## src/cpuPkg.sv

```systemverilog
package cpuPkg;

   typedef logic [15:0] word_t;       // Data and address word
   typedef logic [2:0]  regAddr_t;    // Register index
   typedef logic [3:0]  flags_t;      // Status bits

   localparam int numRegs = 8;

   // Bit positions inside flags_t
   localparam int flagC = 0;
   localparam int flagZ = 1;
   localparam int flagN = 2;
   localparam int flagV = 3;

   // Instruction bits 15 to 11
   typedef enum logic [4:0] {
      ADD  = 5'b00000,
      ADDI = 5'b00001,
      ADC  = 5'b00010,
      SUB  = 5'b00100,
      SUBI = 5'b00101,
      CMP  = 5'b00110,
      AND  = 5'b01000,
      OR   = 5'b01001,
      XOR  = 5'b01010,
      LUI  = 5'b01100,
      LLI  = 5'b01101,
      LDW  = 5'b10000,
      STW  = 5'b10001,
      JMP  = 5'b11000,
      RET  = 5'b11001
   } opcode_t;

   typedef enum logic [3:0] {
      FnNOP = 4'd0,
      FnADD = 4'd1,
      FnADC = 4'd2,
      FnSUB = 4'd3,
      FnAND = 4'd4,
      FnOR  = 4'd5,
      FnXOR = 4'd6,
      FnIMM = 4'd7,                   // Pass operand 2
      FnMEM = 4'd8                    // Pass operand 1
   } aluFunc_t;

   typedef enum logic {Op2Rd2, Op2Imm} op2Sel_t;
   typedef enum logic {ImmShort, ImmLong} immSel_t;
   typedef enum logic {Rs1Ra, Rs1Rd} rs1Sel_t;
   typedef enum logic {WdAlu, WdSys} wdSel_t;
   typedef enum logic [1:0] {Pc1, PcAlu, PcLr} pcSel_t;

   // Memory strobes, all levels
   typedef struct packed {
      logic Ale;
      logic nMe;
      logic nOe;
      logic nWe;
      logic Enb;
   } busCtrl_t;

   typedef struct packed {
      aluFunc_t AluOp;
      op2Sel_t  Op2Sel;
      immSel_t  ImmSel;
      rs1Sel_t  Rs1Sel;
      wdSel_t   WdSel;
      pcSel_t   PcSel;
      logic     RegWe;
      logic     PcWe;
      logic     IrWe;
      logic     LrWe;
      logic     AluWe;
      logic     AddrOut;              // PC onto the bus
      logic     DataOut;              // ALU register onto the bus
   } ctrlWord_t;

endpackage

```

## src/aluUnit.sv

```systemverilog
module aluUnit (
   input  cpuPkg::aluFunc_t Func,
   input  cpuPkg::word_t    A,
   input  cpuPkg::word_t    B,
   input  logic             CarryIn,
   output cpuPkg::word_t    Result,
   output cpuPkg::flags_t   Flags
);

   logic [16:0] sum;
   logic        carry;
   logic        overflow;

   always_comb begin
      sum      = '0;
      carry    = 1'b0;
      overflow = 1'b0;
      Result   = '0;
      case (Func)
         cpuPkg::FnADD, cpuPkg::FnADC: begin
            sum      = {1'b0, A} + {1'b0, B} + {16'b0, (Func == cpuPkg::FnADC) & CarryIn};
            Result   = sum[15:0];
            carry    = sum[16];
            overflow = (A[15] == B[15]) && (Result[15] != A[15]);
         end
         cpuPkg::FnSUB: begin
            sum      = {1'b0, A} + {1'b0, ~B} + 17'd1;   // Carry out means no borrow
            Result   = sum[15:0];
            carry    = sum[16];
            overflow = (A[15] != B[15]) && (Result[15] != A[15]);
         end
         cpuPkg::FnAND: Result = A & B;
         cpuPkg::FnOR:  Result = A | B;
         cpuPkg::FnXOR: Result = A ^ B;
         cpuPkg::FnIMM: Result = B;
         cpuPkg::FnMEM: Result = A;
         default:       Result = '0;
      endcase
   end

   always_comb begin
      Flags               = '0;
      Flags[cpuPkg::flagZ] = (Result == '0);
      Flags[cpuPkg::flagN] = Result[15];
      Flags[cpuPkg::flagC] = carry;
      Flags[cpuPkg::flagV] = overflow;
   end

endmodule

```

## src/controlUnit.sv

```systemverilog
module controlUnit (
   input  logic              Clock,
   input  logic              nReset,
   input  cpuPkg::opcode_t   Opcode,
   input  cpuPkg::flags_t    Flags,
   output cpuPkg::ctrlWord_t Ctrl,
   output cpuPkg::busCtrl_t  BusCtrl,
   output logic              CFlag
);

   typedef enum logic {fetch, execute} majorState_t;
   typedef enum logic [1:0] {fet1, fet2, fet3, fet4} fetchState_t;
   typedef enum logic [2:0] {exe1, exe2, exe3, exe4, exe5} exeState_t;

   majorState_t    state;
   fetchState_t    fetchSub;
   exeState_t      exeSub;
   exeState_t      lastExe;
   cpuPkg::flags_t statusReg;
   logic           statusWe;

   always_ff @(posedge Clock or negedge nReset) begin
      if (!nReset) begin
         statusReg <= '0;
      end else if (statusWe) begin
         statusReg <= Flags;                  // Same edge as the result write
      end
   end

   assign CFlag = statusReg[cpuPkg::flagC];

   // Number of execute cycles per opcode
   always_comb begin
      case (Opcode)
         cpuPkg::JMP:              lastExe = exe2;
         cpuPkg::LDW, cpuPkg::STW: lastExe = exe5;
         default:                  lastExe = exe1;
      endcase
   end

   always_ff @(posedge Clock or negedge nReset) begin
      if (!nReset) begin
         state    <= fetch;
         fetchSub <= fet1;
         exeSub   <= exe1;
      end else if (state == fetch) begin
         case (fetchSub)
            fet1: fetchSub <= fet2;
            fet2: fetchSub <= fet3;
            fet3: fetchSub <= fet4;
            default: begin
               state    <= execute;
               fetchSub <= fet1;
               exeSub   <= exe1;
            end
         endcase
      end else if (exeSub == lastExe) begin
         state <= fetch;                       // Next instruction
      end else begin
         case (exeSub)
            exe1:    exeSub <= exe2;
            exe2:    exeSub <= exe3;
            exe3:    exeSub <= exe4;
            default: exeSub <= exe5;
         endcase
      end
   end

   always_comb begin
      Ctrl.AluOp   = cpuPkg::FnNOP;
      Ctrl.Op2Sel  = cpuPkg::Op2Rd2;
      Ctrl.ImmSel  = cpuPkg::ImmShort;
      Ctrl.Rs1Sel  = cpuPkg::Rs1Ra;
      Ctrl.WdSel   = cpuPkg::WdAlu;
      Ctrl.PcSel   = cpuPkg::Pc1;
      Ctrl.RegWe   = 1'b0;
      Ctrl.PcWe    = 1'b0;
      Ctrl.IrWe    = 1'b0;
      Ctrl.LrWe    = 1'b0;
      Ctrl.AluWe   = 1'b0;
      Ctrl.AddrOut = 1'b0;
      Ctrl.DataOut = 1'b0;
      BusCtrl      = '{Ale: 1'b0, nMe: 1'b1, nOe: 1'b1, nWe: 1'b1, Enb: 1'b0};
      statusWe     = 1'b0;
      if (state == fetch) begin
         case (fetchSub)
            fet1: begin
               BusCtrl.Ale  = nReset;           // PC as address, bus idle in reset
               Ctrl.AddrOut = nReset;
            end
            fet2: begin
               BusCtrl.nMe = 1'b0;
               BusCtrl.nOe = 1'b0;
            end
            fet3: begin
               BusCtrl.nMe = 1'b0;
               BusCtrl.nOe = 1'b0;
               BusCtrl.Enb = 1'b1;
            end
            default: Ctrl.IrWe = 1'b1;
         endcase
      end else begin
         case (exeSub)
            exe1: begin
               case (Opcode)
                  cpuPkg::ADD, cpuPkg::ADC, cpuPkg::SUB, cpuPkg::CMP,
                  cpuPkg::AND, cpuPkg::OR, cpuPkg::XOR: begin
                     case (Opcode)
                        cpuPkg::ADD: Ctrl.AluOp = cpuPkg::FnADD;
                        cpuPkg::ADC: Ctrl.AluOp = cpuPkg::FnADC;
                        cpuPkg::AND: Ctrl.AluOp = cpuPkg::FnAND;
                        cpuPkg::OR:  Ctrl.AluOp = cpuPkg::FnOR;
                        cpuPkg::XOR: Ctrl.AluOp = cpuPkg::FnXOR;
                        default:     Ctrl.AluOp = cpuPkg::FnSUB;
                     endcase
                     Ctrl.RegWe = (Opcode != cpuPkg::CMP);   // Flags only for CMP
                     Ctrl.PcWe  = 1'b1;
                     statusWe   = 1'b1;
                  end
                  cpuPkg::ADDI, cpuPkg::SUBI: begin
                     Ctrl.AluOp  = (Opcode == cpuPkg::ADDI) ? cpuPkg::FnADD : cpuPkg::FnSUB;
                     Ctrl.Op2Sel = cpuPkg::Op2Imm;
                     Ctrl.RegWe  = 1'b1;
                     Ctrl.PcWe   = 1'b1;
                     statusWe    = 1'b1;
                  end
                  cpuPkg::LUI, cpuPkg::LLI: begin
                     Ctrl.AluOp  = cpuPkg::FnIMM;
                     Ctrl.Op2Sel = cpuPkg::Op2Imm;
                     Ctrl.ImmSel = cpuPkg::ImmLong;
                     Ctrl.RegWe  = 1'b1;
                     Ctrl.PcWe   = 1'b1;
                  end
                  cpuPkg::LDW, cpuPkg::STW, cpuPkg::JMP: begin
                     Ctrl.AluOp  = cpuPkg::FnADD;   // Ra plus offset
                     Ctrl.Op2Sel = cpuPkg::Op2Imm;
                     Ctrl.AluWe  = 1'b1;
                  end
                  cpuPkg::RET: begin
                     Ctrl.PcSel = cpuPkg::PcLr;
                     Ctrl.PcWe  = 1'b1;
                  end
                  default: Ctrl.PcWe = 1'b1;        // Unknown opcode skipped
               endcase
            end
            exe2: begin
               if (Opcode == cpuPkg::JMP) begin
                  Ctrl.LrWe  = 1'b1;                // Link before the PC moves
                  Ctrl.PcSel = cpuPkg::PcAlu;
                  Ctrl.PcWe  = 1'b1;
               end else begin
                  BusCtrl.Ale  = 1'b1;
                  Ctrl.DataOut = 1'b1;              // Address from ALU register
               end
            end
            exe3: begin
               if (Opcode == cpuPkg::LDW) begin
                  BusCtrl.nMe = 1'b0;
                  BusCtrl.nOe = 1'b0;
               end else begin
                  Ctrl.Rs1Sel = cpuPkg::Rs1Rd;      // Store data into ALU register
                  Ctrl.AluOp  = cpuPkg::FnMEM;
                  Ctrl.AluWe  = 1'b1;
               end
            end
            exe4: begin
               BusCtrl.nMe = 1'b0;
               if (Opcode == cpuPkg::LDW) begin
                  BusCtrl.nOe = 1'b0;
                  BusCtrl.Enb = 1'b1;
               end else begin
                  BusCtrl.nWe  = 1'b0;
                  Ctrl.DataOut = 1'b1;
               end
            end
            default: begin
               Ctrl.PcWe  = 1'b1;
               Ctrl.WdSel = cpuPkg::WdSys;
               Ctrl.RegWe = (Opcode == cpuPkg::LDW);
            end
         endcase
      end
   end

endmodule

```

## src/cpuCore.sv

```systemverilog
module cpuCore (
   input  logic             Clock,
   input  logic             nReset,
   input  cpuPkg::word_t    BusIn,
   output cpuPkg::word_t    BusOut,
   output logic             BusDrive,
   output cpuPkg::busCtrl_t BusCtrl
);

   cpuPkg::ctrlWord_t ctrl;
   cpuPkg::opcode_t   opcode;
   cpuPkg::flags_t    flags;
   logic              cFlag;

   controlUnit control (
      .Clock   (Clock),
      .nReset  (nReset),
      .Opcode  (opcode),
      .Flags   (flags),
      .Ctrl    (ctrl),
      .BusCtrl (BusCtrl),
      .CFlag   (cFlag)
   );

   dataPath path (
      .Clock    (Clock),
      .nReset   (nReset),
      .Ctrl     (ctrl),
      .CFlag    (cFlag),
      .BusIn    (BusIn),
      .BusOut   (BusOut),
      .BusDrive (BusDrive),
      .Opcode   (opcode),
      .Flags    (flags)
   );

endmodule

```

## src/dataPath.sv

```systemverilog
module dataPath (
   input  logic              Clock,
   input  logic              nReset,
   input  cpuPkg::ctrlWord_t Ctrl,
   input  logic              CFlag,
   input  cpuPkg::word_t     BusIn,
   output cpuPkg::word_t     BusOut,
   output logic              BusDrive,
   output cpuPkg::opcode_t   Opcode,
   output cpuPkg::flags_t    Flags
);

   cpuPkg::word_t    pc;
   cpuPkg::word_t    ir;
   cpuPkg::word_t    lr;
   cpuPkg::word_t    aluReg;
   cpuPkg::word_t    busReg;
   cpuPkg::word_t    pcPlus1;
   cpuPkg::word_t    pcNext;
   cpuPkg::word_t    imm;
   cpuPkg::word_t    op2;
   cpuPkg::word_t    aluResult;
   cpuPkg::word_t    rdData1;
   cpuPkg::word_t    rdData2;
   cpuPkg::word_t    wrData;
   cpuPkg::regAddr_t rdAddr1;

   assign Opcode = cpuPkg::opcode_t'(ir[15:11]);

   always_ff @(posedge Clock or negedge nReset) begin
      if (!nReset) begin
         pc <= '0;
         ir <= '0;
      end else begin
         if (Ctrl.PcWe)
            pc <= pcNext;
         if (Ctrl.IrWe)
            ir <= busReg;                       // Word sampled in the Enb cycle
      end
   end

   always_ff @(posedge Clock) begin
      busReg <= BusIn;
      if (Ctrl.LrWe)
         lr <= pcPlus1;                         // Return address
      if (Ctrl.AluWe)
         aluReg <= aluResult;
   end

   assign pcPlus1 = pc + 16'd1;

   always_comb begin
      case (Ctrl.PcSel)
         cpuPkg::PcAlu: pcNext = aluReg;
         cpuPkg::PcLr:  pcNext = lr;
         default:       pcNext = pcPlus1;
      endcase
   end

   // LUI fills the upper byte, LLI the lower
   always_comb begin
      if (Ctrl.ImmSel == cpuPkg::ImmShort)
         imm = {{11{ir[4]}}, ir[4:0]};
      else if (Opcode == cpuPkg::LUI)
         imm = {ir[7:0], 8'h00};
      else
         imm = {8'h00, ir[7:0]};
   end

   assign rdAddr1 = (Ctrl.Rs1Sel == cpuPkg::Rs1Rd) ? ir[10:8] : ir[7:5];
   assign op2     = (Ctrl.Op2Sel == cpuPkg::Op2Imm) ? imm : rdData2;
   assign wrData  = (Ctrl.WdSel == cpuPkg::WdSys) ? busReg : aluResult;

   registerFile regFile (
      .Clock   (Clock),
      .nReset  (nReset),
      .RdAddr1 (rdAddr1),
      .RdAddr2 (ir[4:2]),
      .WrAddr  (ir[10:8]),
      .We      (Ctrl.RegWe),
      .WrData  (wrData),
      .RdData1 (rdData1),
      .RdData2 (rdData2)
   );

   aluUnit alu (
      .Func    (Ctrl.AluOp),
      .A       (rdData1),
      .B       (op2),
      .CarryIn (CFlag),
      .Result  (aluResult),
      .Flags   (Flags)
   );

   // ALU register carries a load/store address or the store data
   assign BusOut   = Ctrl.DataOut ? aluReg : pc;
   assign BusDrive = Ctrl.AddrOut | Ctrl.DataOut;

endmodule

```

## src/registerFile.sv

```systemverilog
module registerFile (
   input  logic             Clock,
   input  logic             nReset,
   input  cpuPkg::regAddr_t RdAddr1,
   input  cpuPkg::regAddr_t RdAddr2,
   input  cpuPkg::regAddr_t WrAddr,
   input  logic             We,
   input  cpuPkg::word_t    WrData,
   output cpuPkg::word_t    RdData1,
   output cpuPkg::word_t    RdData2
);

   cpuPkg::word_t regs [cpuPkg::numRegs];

   always_ff @(posedge Clock or negedge nReset) begin
      if (!nReset) begin
         for (int i = 0; i < cpuPkg::numRegs; i++) begin
            regs[i] <= '0;
         end
      end else if (We) begin
         regs[WrAddr] <= WrData;
      end
   end

   // Asynchronous read ports
   assign RdData1 = regs[RdAddr1];
   assign RdData2 = regs[RdAddr2];

endmodule

```

## config.mk

```make
export PLATFORM = sky130hd
export DESIGN_NAME = cpuCore
export DESIGN_NICKNAME = d
export VERILOG_FILES = /design/src/cpuPkg.sv /design/src/aluUnit.sv /design/src/controlUnit.sv /design/src/cpuCore.sv /design/src/dataPath.sv /design/src/registerFile.sv
export SDC_FILE = /design/constraint.sdc
export NUM_CORES = 1
export LEC_CHECK = 0
export BUFFER_PORTS_ARGS = -buffer_cell sky130_fd_sc_hd__buf_2
export CORE_MARGIN = 4
export CORE_UTILIZATION = 60
export CTS_BUF_LIST = sky130_fd_sc_hd__clkbuf_16
export DETAILED_ROUTE_END_ITERATION = 12
export GPL_TIMING_DRIVEN = 0
export PLACE_DENSITY = 0.77
export SLEW_MARGIN = 5
export SYNTH_ARGS = -nofsm -noshare
export SYNTH_HDL_FRONTEND = slang
export SYNTH_HIERARCHICAL = 1
export SYNTH_SLANG_ARGS = --single-unit
```

## constraint.sdc

```tcl
create_clock -name Clock -period 12.2 [get_ports Clock]
set_input_delay 1.22 -clock Clock [delete_from_list [all_inputs] [get_ports Clock]]
set_output_delay 1.22 -clock Clock [all_outputs]
set_load 0.02 [all_outputs]
```

==> reports/summary.md, run 1 <==
Max-cap check violation count: 0. The number of nets in the final layout came out at 1378. Setup repair after global routing left no endpoint under its margin. The maximum vdd drop was 195.1 uV. The routed via count divided by cell count is 6.585.

The number of endpoints failing setup at the final stage was 0. The maximum fanout along the worst path came out at 10. The run finished with clean final reports.

Starting density of the core: 0.6149. After clock tree synthesis, the clock-pin slew on the worst setup and hold paths is 0.06 ns. The run gives 0.1610 as the worst slew slack as a fraction of its limit.

Sequential power share: 0.243. The cell that appears most often on the critical path is mux2_2. The number of antenna cells inserted was 0; the maximum clock insertion buffer count was 3. The time the final worst path needs with I/O delays and setup was 7.119 ns; the setup TNS was 0 ns. The count of buffers added on input and output ports is 39.

The run gives 1310 as the synthesized netlist net count. Once the clock tree was built, the setup fixing pass inserted 0 buffers. The first-pass detailed-route iteration total came out at 6. Cell type of the slowest stage on the worst timing path: buf_1. Entering global routing, the biggest net connects 107 pins. The global placement routability congestion was 0.9368; the cell area after synthesis was 0.01452 sq mm. Measured along the x axis, the die boundary spans 163.6 um. The sum of overflow across all layers after global routing was 0; the wire length of the first global-routing pass was 60230 um.

The tightest hold path in the finished design has a slack of 0.4787 ns. The share of layout cells above drive strength 1 was 0.3005. After floorplanning, the core was sized to cover 0.02361 sq mm.

Final routed DRC violation total: 0. The tools report the worst path required time as 12.63 ns. The post-DP HPWL is 27570 um, and the die span in y is 163.6 um.

The die covers 0.02675 sq mm. The layout-stage area growth over the synthesis result works out to 10.19%. For the initial antenna violation count, the log shows 1. In this run, CTS created clock tree buffers numbering 24. TritonCTS built the clock tree.

The latest clock arrival within the worst-skew pair is 0.55 ns. Core occupancy in the finished layout: 0.6776. The tools report the I/O pin total as 40. The total net switching power came out at 1.967 mW. In this design, the stage delay of the slowest critical-path cell is 0.67 ns. Fill cells in the final layout number 1769. The global router's overall resource usage came out at 0.2866. STA classifies the critical path startpoint as a register.

Row generation in the floorplan step produced 56 rows. Power density over the cells: 273.8 mW/mm^2. Traced cell by cell, the critical path runs through buf_4, clkbuf_1, nand2b_1, or4_1, and3_1, mux2_2, buf_1, mux4_2, mux2_2, inv_1, fa_1, fa_1, nor2b_1, o2111ai_1, a211oi_1, nor4_1, nor3_1, or4_1, a32o_1, nand2_1, mux2_2, mux2_2. The run gives 0.170 as the clock share of power.

The tree built by TritonCTS fans out to 215 sinks. After the first detailed-routing iteration, the DRC count stood at 969. A synthesized cell averages 11.76 sq um.

Share of the clock period used by the worst path after layout: 0.5836. The run gives 1 as the number of levels in the clock H-tree. For the maximum clock frequency, the log shows 140.5 MHz. Share of power burned in combinational logic: 0.587. In this run the remaining antenna-violating nets after routing total 0. By startpoint and endpoint, the worst setup path is classified as reg -> reg. The worst setup path is captured at a register. Final count of hold timing violations: 0. For the data arrival time at the worst-slack endpoint, the log shows 7.55 ns.

The routed design has 37890 um of wire. During synthesis, Yosys emitted a total of 6 warnings. For this design the static power due to leakage is 7.319 nW. The worst hold path belongs to the class reg -> reg. The clock arrives with 0.03003 ns of skew.

For the pin with the worst max-slew slack, the measured transition is 1.241 ns. For this design, the CTS-stage hold fixing added 0 buffers. Detailed routing inserted a total of 10800 vias. The count of instances resized after the clock tree is built came out at 0. The internal cell power was 2.413 mW. The number of instances in the synthesized netlist was 1235; the number of max-slew violations in the final report was 0. The tools report the number of global-route vias before repair as 10780. The tree is rooted in a clkbuf_16. The fraction of power spent switching nets is 0.4491, and the routed length per placed instance is 23.10 um.
## cells in the final DEF (no fill, tap or decap), types with 15 or more instances in the layout
cell type	n
buf_2	67
dfxtp_1	16
ha_1	54
mux2_2	209
nand2_1	70
inv_1	83
edfxtp_1	32
nor2_1	54
a21oi_1	53
nand3_1	15
mux4_1	58
clkbuf_16	24
nor3_1	21
mux4_2	18
o21ai_0	44
clkbuf_1	33
dfrtp_1	167
## area by class of cell
type / count / area [sq um] / area share
Tap cell: 319 / 399.1 / 0.02495
Inverter: 78 / 292.8 / 0.01830
Multi-Input combinational cell: 841 / 8212 / 0.5132
Timing Repair Buffer: 42 / 251.5 / 0.01572
Buffer: 101 / 565.5 / 0.03535
Sequential cell: 215 / 5460 / 0.3413
Clock inverter: 20 / 219.0 / 0.01368
Clock buffer: 24 / 600.6 / 0.03754
## stage by stage
stage	area, sq um	worst slack [ns]	instances	power (mW)
after CTS	16000	5.242	1640	4.349
after global placement	15110	5.403	1593	3.496
after global routing	16000	4.886	1640	4.658
after floorplan	14520	6.682	1235	2.894
after detailed placement	15180	5.273	1596	3.576
final	16000	5.081	1640	4.381
## registers in the layout, summed over array words and instances, names as in the netlist
signal / cells
path/regFile/regs: 128
path/pc: 16
path/aluReg: 16
control/fetchSub: 2
control/state: 1
control/statusReg: 1
path/ir: 16
control/exeSub: 3
path/busReg: 16
path/lr: 16
## routing by layer
| layer | up-vias | wire length (um) | share of wire | track usage |
|---|---|---|---|---|
| met5 | - | 13 | 0.00034 | 0 |
| met4 | 2 | 1388 | 0.037 | 0.09417 |
| met3 | 91 | 2222 | 0.059 | 0.04239 |
| met2 | 446 | 18490 | 0.49 | 0.4877 |
| met1 | 5449 | 15770 | 0.42 | 0.3805 |
| li1 | 4812 | - | - | - |
## path summary, 6_finish.rpt
| check | start | endpoint | slack [ns] | cells after the start |
|---|---|---|---|---|
| max in group asynchronous | nReset | path/ir[3] | 10.63 | 2 |
| min in group asynchronous | nReset | control/exeSub[1] | 0.61 | 1 |
| worst min register to register | path/busReg[11] | path/ir[11] | 0.48 | 2 |
| worst max-delay path | path/ir[12] | path/regFile/regs[126] | 5.08 | 22 |
| worst max register to register | path/ir[12] | path/regFile/regs[126] | 5.08 | 22 |
| worst min-delay path | path/busReg[11] | path/ir[11] | 0.48 | 2 |
## power by group through the flow
stage               Clock [mW]  Combinational [mW]  Sequential [mW]
finish                   0.744                2.57             1.06
CTS                      0.761                2.53             1.06
floorplan                    0                1.88             1.01
detailed placement           0                2.51             1.07
global placement             0                2.44             1.05
global route             0.792                2.78             1.08
## worst max-delay path: cells and delay by family (launching register included)
family                   cells  cell delay (ns)
adder cells (fa/ha/maj)      2             0.90
buffers and inverters        4             1.12
AO/OA/AOI/OAI                3             0.78
multiplexers                 5             1.57
AND/OR/NAND/NOR              8             2.20
flip-flops                   1             0.40
(Power assumes the default switching activity.)
==> inputs of run 2 (changes only) <==
--- a/config.mk
+++ b/config.mk
@@ -7,11 +7,11 @@
 export LEC_CHECK = 0
 export BUFFER_PORTS_ARGS = -buffer_cell sky130_fd_sc_hd__buf_2
 export CORE_MARGIN = 4
-export CORE_UTILIZATION = 60
+export CORE_UTILIZATION = 58
 export CTS_BUF_LIST = sky130_fd_sc_hd__clkbuf_16
 export DETAILED_ROUTE_END_ITERATION = 12
 export GPL_TIMING_DRIVEN = 0
-export PLACE_DENSITY = 0.77
+export PLACE_DENSITY = 0.78
 export SLEW_MARGIN = 5
 export SYNTH_ARGS = -nofsm -noshare
 export SYNTH_HDL_FRONTEND = slang
==> constraint.sdc (replaced) <==
create_clock -name Clock -period 6.2 [get_ports Clock]
set_input_delay 0.62 -clock Clock [delete_from_list [all_inputs] [get_ports Clock]]
set_output_delay 0.62 -clock Clock [all_outputs]
set_load 0.02 [all_outputs]
==> run 2 against run 1 <==
First-iteration DRC count is 5.3% higher. Non-clock buffer count is 4 lower. Hold slack worse by 0.40 ns. Final area is 0.72% higher. Flip-flop and latch count stayed put. Combinational power is 100% higher. Core utilization is 1.9 points lower. Critical path depth stayed put. Clock skew is 0.013 ns lower. Die area is 3.3% higher. Critical path type unchanged. Critical endpoint is now path/regFile/regs[30]. Highest routed layer is now met4.
==> reports/summary.md, run 2 (synthesis results as in run 1) <==
The clock net sink count is 215 (unchanged), and the worst path required time is 6.65 ns (was 12.63 ns). Cell Chain, Critical Path: buf_4, nand2b_1, or4_4, and3_2, mux2_2, buf_6, buf_8, mux4_1, mux2_2, inv_1, ha_1, buf_2, or3_1, o221ai_4, nor2_1, or3_1, nand3b_1, a21oi_1, or4_1, nand2_2, mux2_4, mux2_2 (was buf_4, clkbuf_1, nand2b_1, or4_1, and3_1, mux2_2, buf_1, mux4_2, mux2_2, inv_1, fa_1, fa_1, nor2b_1, o2111ai_1, a211oi_1, nor4_1, nor3_1, or4_1, a32o_1, nand2_1, mux2_2, mux2_2). The kind of cell adding the most delay to the critical path is simple AND/OR/NAND/NOR gates (unchanged).

The run gives 0.2688 (was 0.2866) as the global router's overall resource usage. The tools report the kind of start point of the critical path as a register (unchanged). For the number of endpoints failing setup at the final stage, the log shows 0 (unchanged).

The cell type of the slowest stage on the worst timing path was mux4_1 (was buf_1). The most flop-heavy register was path/regFile/regs (unchanged). The most common cell type on the critical path was mux2_2 (unchanged). The worst slew slack as a fraction of its limit is 0.2366 (was 0.1610), and the width of the die is 166.2 um (was 163.6 um). Number of global-route vias before repair: 10710 (was 10780). The tools report the number of cells after detailed placement as 1601 (was 1596). Share of the clock period used by the worst path after layout: 0.9701 (was 0.5836).

The clock-pin transition on the worst setup and hold timing paths works out to 0.06 ns (about the same). The number of levels in the clock H-tree is 1 (unchanged), and the final setup skew is 0.01721 ns (was 0.03003 ns). The tools report the maximum clock frequency as 166.3 MHz (was 140.5 MHz). The starting density of the core is 0.5936 (was 0.6149). For the latest clock arrival within the worst-skew pair, the log shows 0.53 ns (was 0.55 ns). The transition time of the tightest slew-check pin was 1.129 ns (was 1.241 ns); the share of layout cells above drive strength 1 was 0.3121 (was 0.3005). Endpoint type of the worst setup path: a register (unchanged). The logs give 40 (unchanged) for the I/O pin total and 0.08368 ns (was 0.4787 ns) for the worst hold-check slack.

For the count of standard-cell rows, the log shows 57 (was 56). The tools report the count of filler cells inserted in the layout as 1786 (was 1769). The maximum number of pins on one net before global-route repair is 87 (was 107), and the data arrival time at the worst-slack endpoint is 6.47 ns (was 7.55 ns).

The number of buffers inserted by port buffering was 39 (unchanged); the wire length of the first global-routing pass was 59980 um (was 60230 um). The run finished with clean final reports. The logs give 3 (unchanged) for the maximum clock insertion buffer count and 1020 (was 969) for the violation count after the first detailed-routing iteration. The time the final worst path needs with I/O delays and setup is 6.015 ns (was 7.119 ns). The routed length per placed instance came out at 23.34 um (was 23.10 um). The max-cap check violation count is 0 (unchanged).

The via count is 10740 (was 10800). The routed via count divided by cell count is 6.546 (was 6.585), and the number of buffers inserted during clock tree synthesis is 24 (unchanged). The leading cell type in the layout, fill and taps excluded is mux2_2 (unchanged). The count of nets left with antenna violations after detail routing was 0 (unchanged); the layout-stage area growth over the synthesis result was 10.99% (was 10.19%). Maximum fanout along the worst path: 10 (unchanged). The worst min-delay path class was in -> async (was reg -> reg).

The first-pass detailed-route iteration total was 5 (was 6). TritonCTS built the clock tree. The number of antenna cells inserted is 0 (unchanged), and the number of max-slew violations in the final report is 0 (unchanged). The number of flip-flops in the largest register works out to 128 (unchanged). Commonest non-fill, non-tap cells in the layout: mux2_2 (208), dfrtp_1 (167), inv_1 (81) (was mux2_2 (209), dfrtp_1 (167), inv_1 (83)). The global placement routability congestion was 0.9265 (was 0.9368).

CTS root buffer: clkbuf_16 (unchanged). For the leakage power figure, the log shows 7.352 nW (was 7.319 nW). The power density over the cells was 547.4 mW/mm^2 (was 273.8 mW/mm^2); the post-DP HPWL was 27250 um (was 27570 um).

For the final count of hold timing violations, the log shows 0 (unchanged). The tools report the setup slack of the most critical reg-to-reg path as 0.19 ns (was 5.08 ns). Setup repair after global routing left no endpoint under its margin. The number of hold buffers added after cts was 0 (unchanged). The longest individual stage delay on the worst path is 0.56 ns (was 0.67 ns).

The die area is 0.02763 sq mm (was 0.02675 sq mm), and the initial antenna violation count is 0 (was 1). The die span in y works out to 166.2 um (was 163.6 um). Category of the most critical setup path: reg -> reg (unchanged). The sum of overflow across all layers after global routing is 0 (unchanged). The post-route non-filler standard cell count was 1641 (was 1640); the count of buffering cells on the critical path with inverters included was 5 (was 4).

Number of nets in the final layout: 1374 (was 1378). The maximum vdd drop is 330.9 uV (was 195.1 uV). The core occupancy in the finished layout was 0.6588 (was 0.6776); the wire length after detailed routing was 38310 um (was 37890 um). The run gives 0 (unchanged) as the final routed DRC violation total. Total core area: 0.02446 sq mm (was 0.02361 sq mm).

The total power was 8.822 mW (was 4.381 mW).
-- run 2: changes by cell type in the layout (fill, tap and decap cells not counted), moves of 3 or more --
cell	previous run	this run
a211oi_1	10	7
buf_1	10	7
clkbuf_16	24	27
a211oi_2	0	3
clkbuf_1	33	28
clkinv_2	7	2
clkinv_1	2	5
-- run 2: layout make-up --
type | count | area, sq um | area share
clock buffers | 27 | 675.6 | 0.04193
clock inverters | 17 | 180.2 | 0.01118
repair buffers | 42 | 255.2 | 0.01584
flip-flops and latches | 215 | 5460 | 0.3388
plain buffers | 97 | 561.8 | 0.03486
multi-input cells | 841 | 8284 | 0.5141
well taps | 324 | 405.4 | 0.02516
inverters | 78 | 292.8 | 0.01817
-- run 2: per-stage QoR --
| step | instance area, sq um | setup WS (ns) | setup TNS (ns) |
|---|---|---|---|
| after detailed placement | 15190 | -0.7252 | -21.43 |
| after global routing | 16120 | 0.04338 | 0 |
| after global placement | 15120 | -0.5540 | -14.24 |
| final | 16120 | 0.1853 | 0 |
| after floorplan | 14520 | 0.6817 | 0 |
| after CTS | 16090 | 0.02119 | 0 |
-- run 2: repair_timing --
item,CTS,global route
setup endpoints to repair,72,41
setup buffers,0,0
resized for setup,15,7
pin swaps,0,2
cloned,0,0
-- run 2: final timing paths --
path	startpoint	to	cells past startpoint
worst min register to register	path/busReg[11]	path/ir[11]	2
worst min-delay path	nReset	path/pc[14]	1
max in group asynchronous	nReset	path/regFile/regs[2]	2
worst max-delay path	path/ir[12]	path/regFile/regs[30]	22
min in group Clock	BusIn[2]	path/busReg[2]	1
worst max register to register	path/ir[12]	path/regFile/regs[30]	22
-- run 2: layer usage --
layer / wire length, um / GRT usage
met1: 15930 / 0.3529
met4: 1814 / 0.1217
met5: 0 / 0
met2: 18530 / 0.4498
met3: 2026 / 0.03428
-- run 2: where the power goes --
group          total (mW)  switching (mW)  internal (mW)
clock                1.53           0.589          0.945
combinational        5.20            3.06           2.14
sequential           2.09           0.271           1.82
total                8.82            3.92           4.90
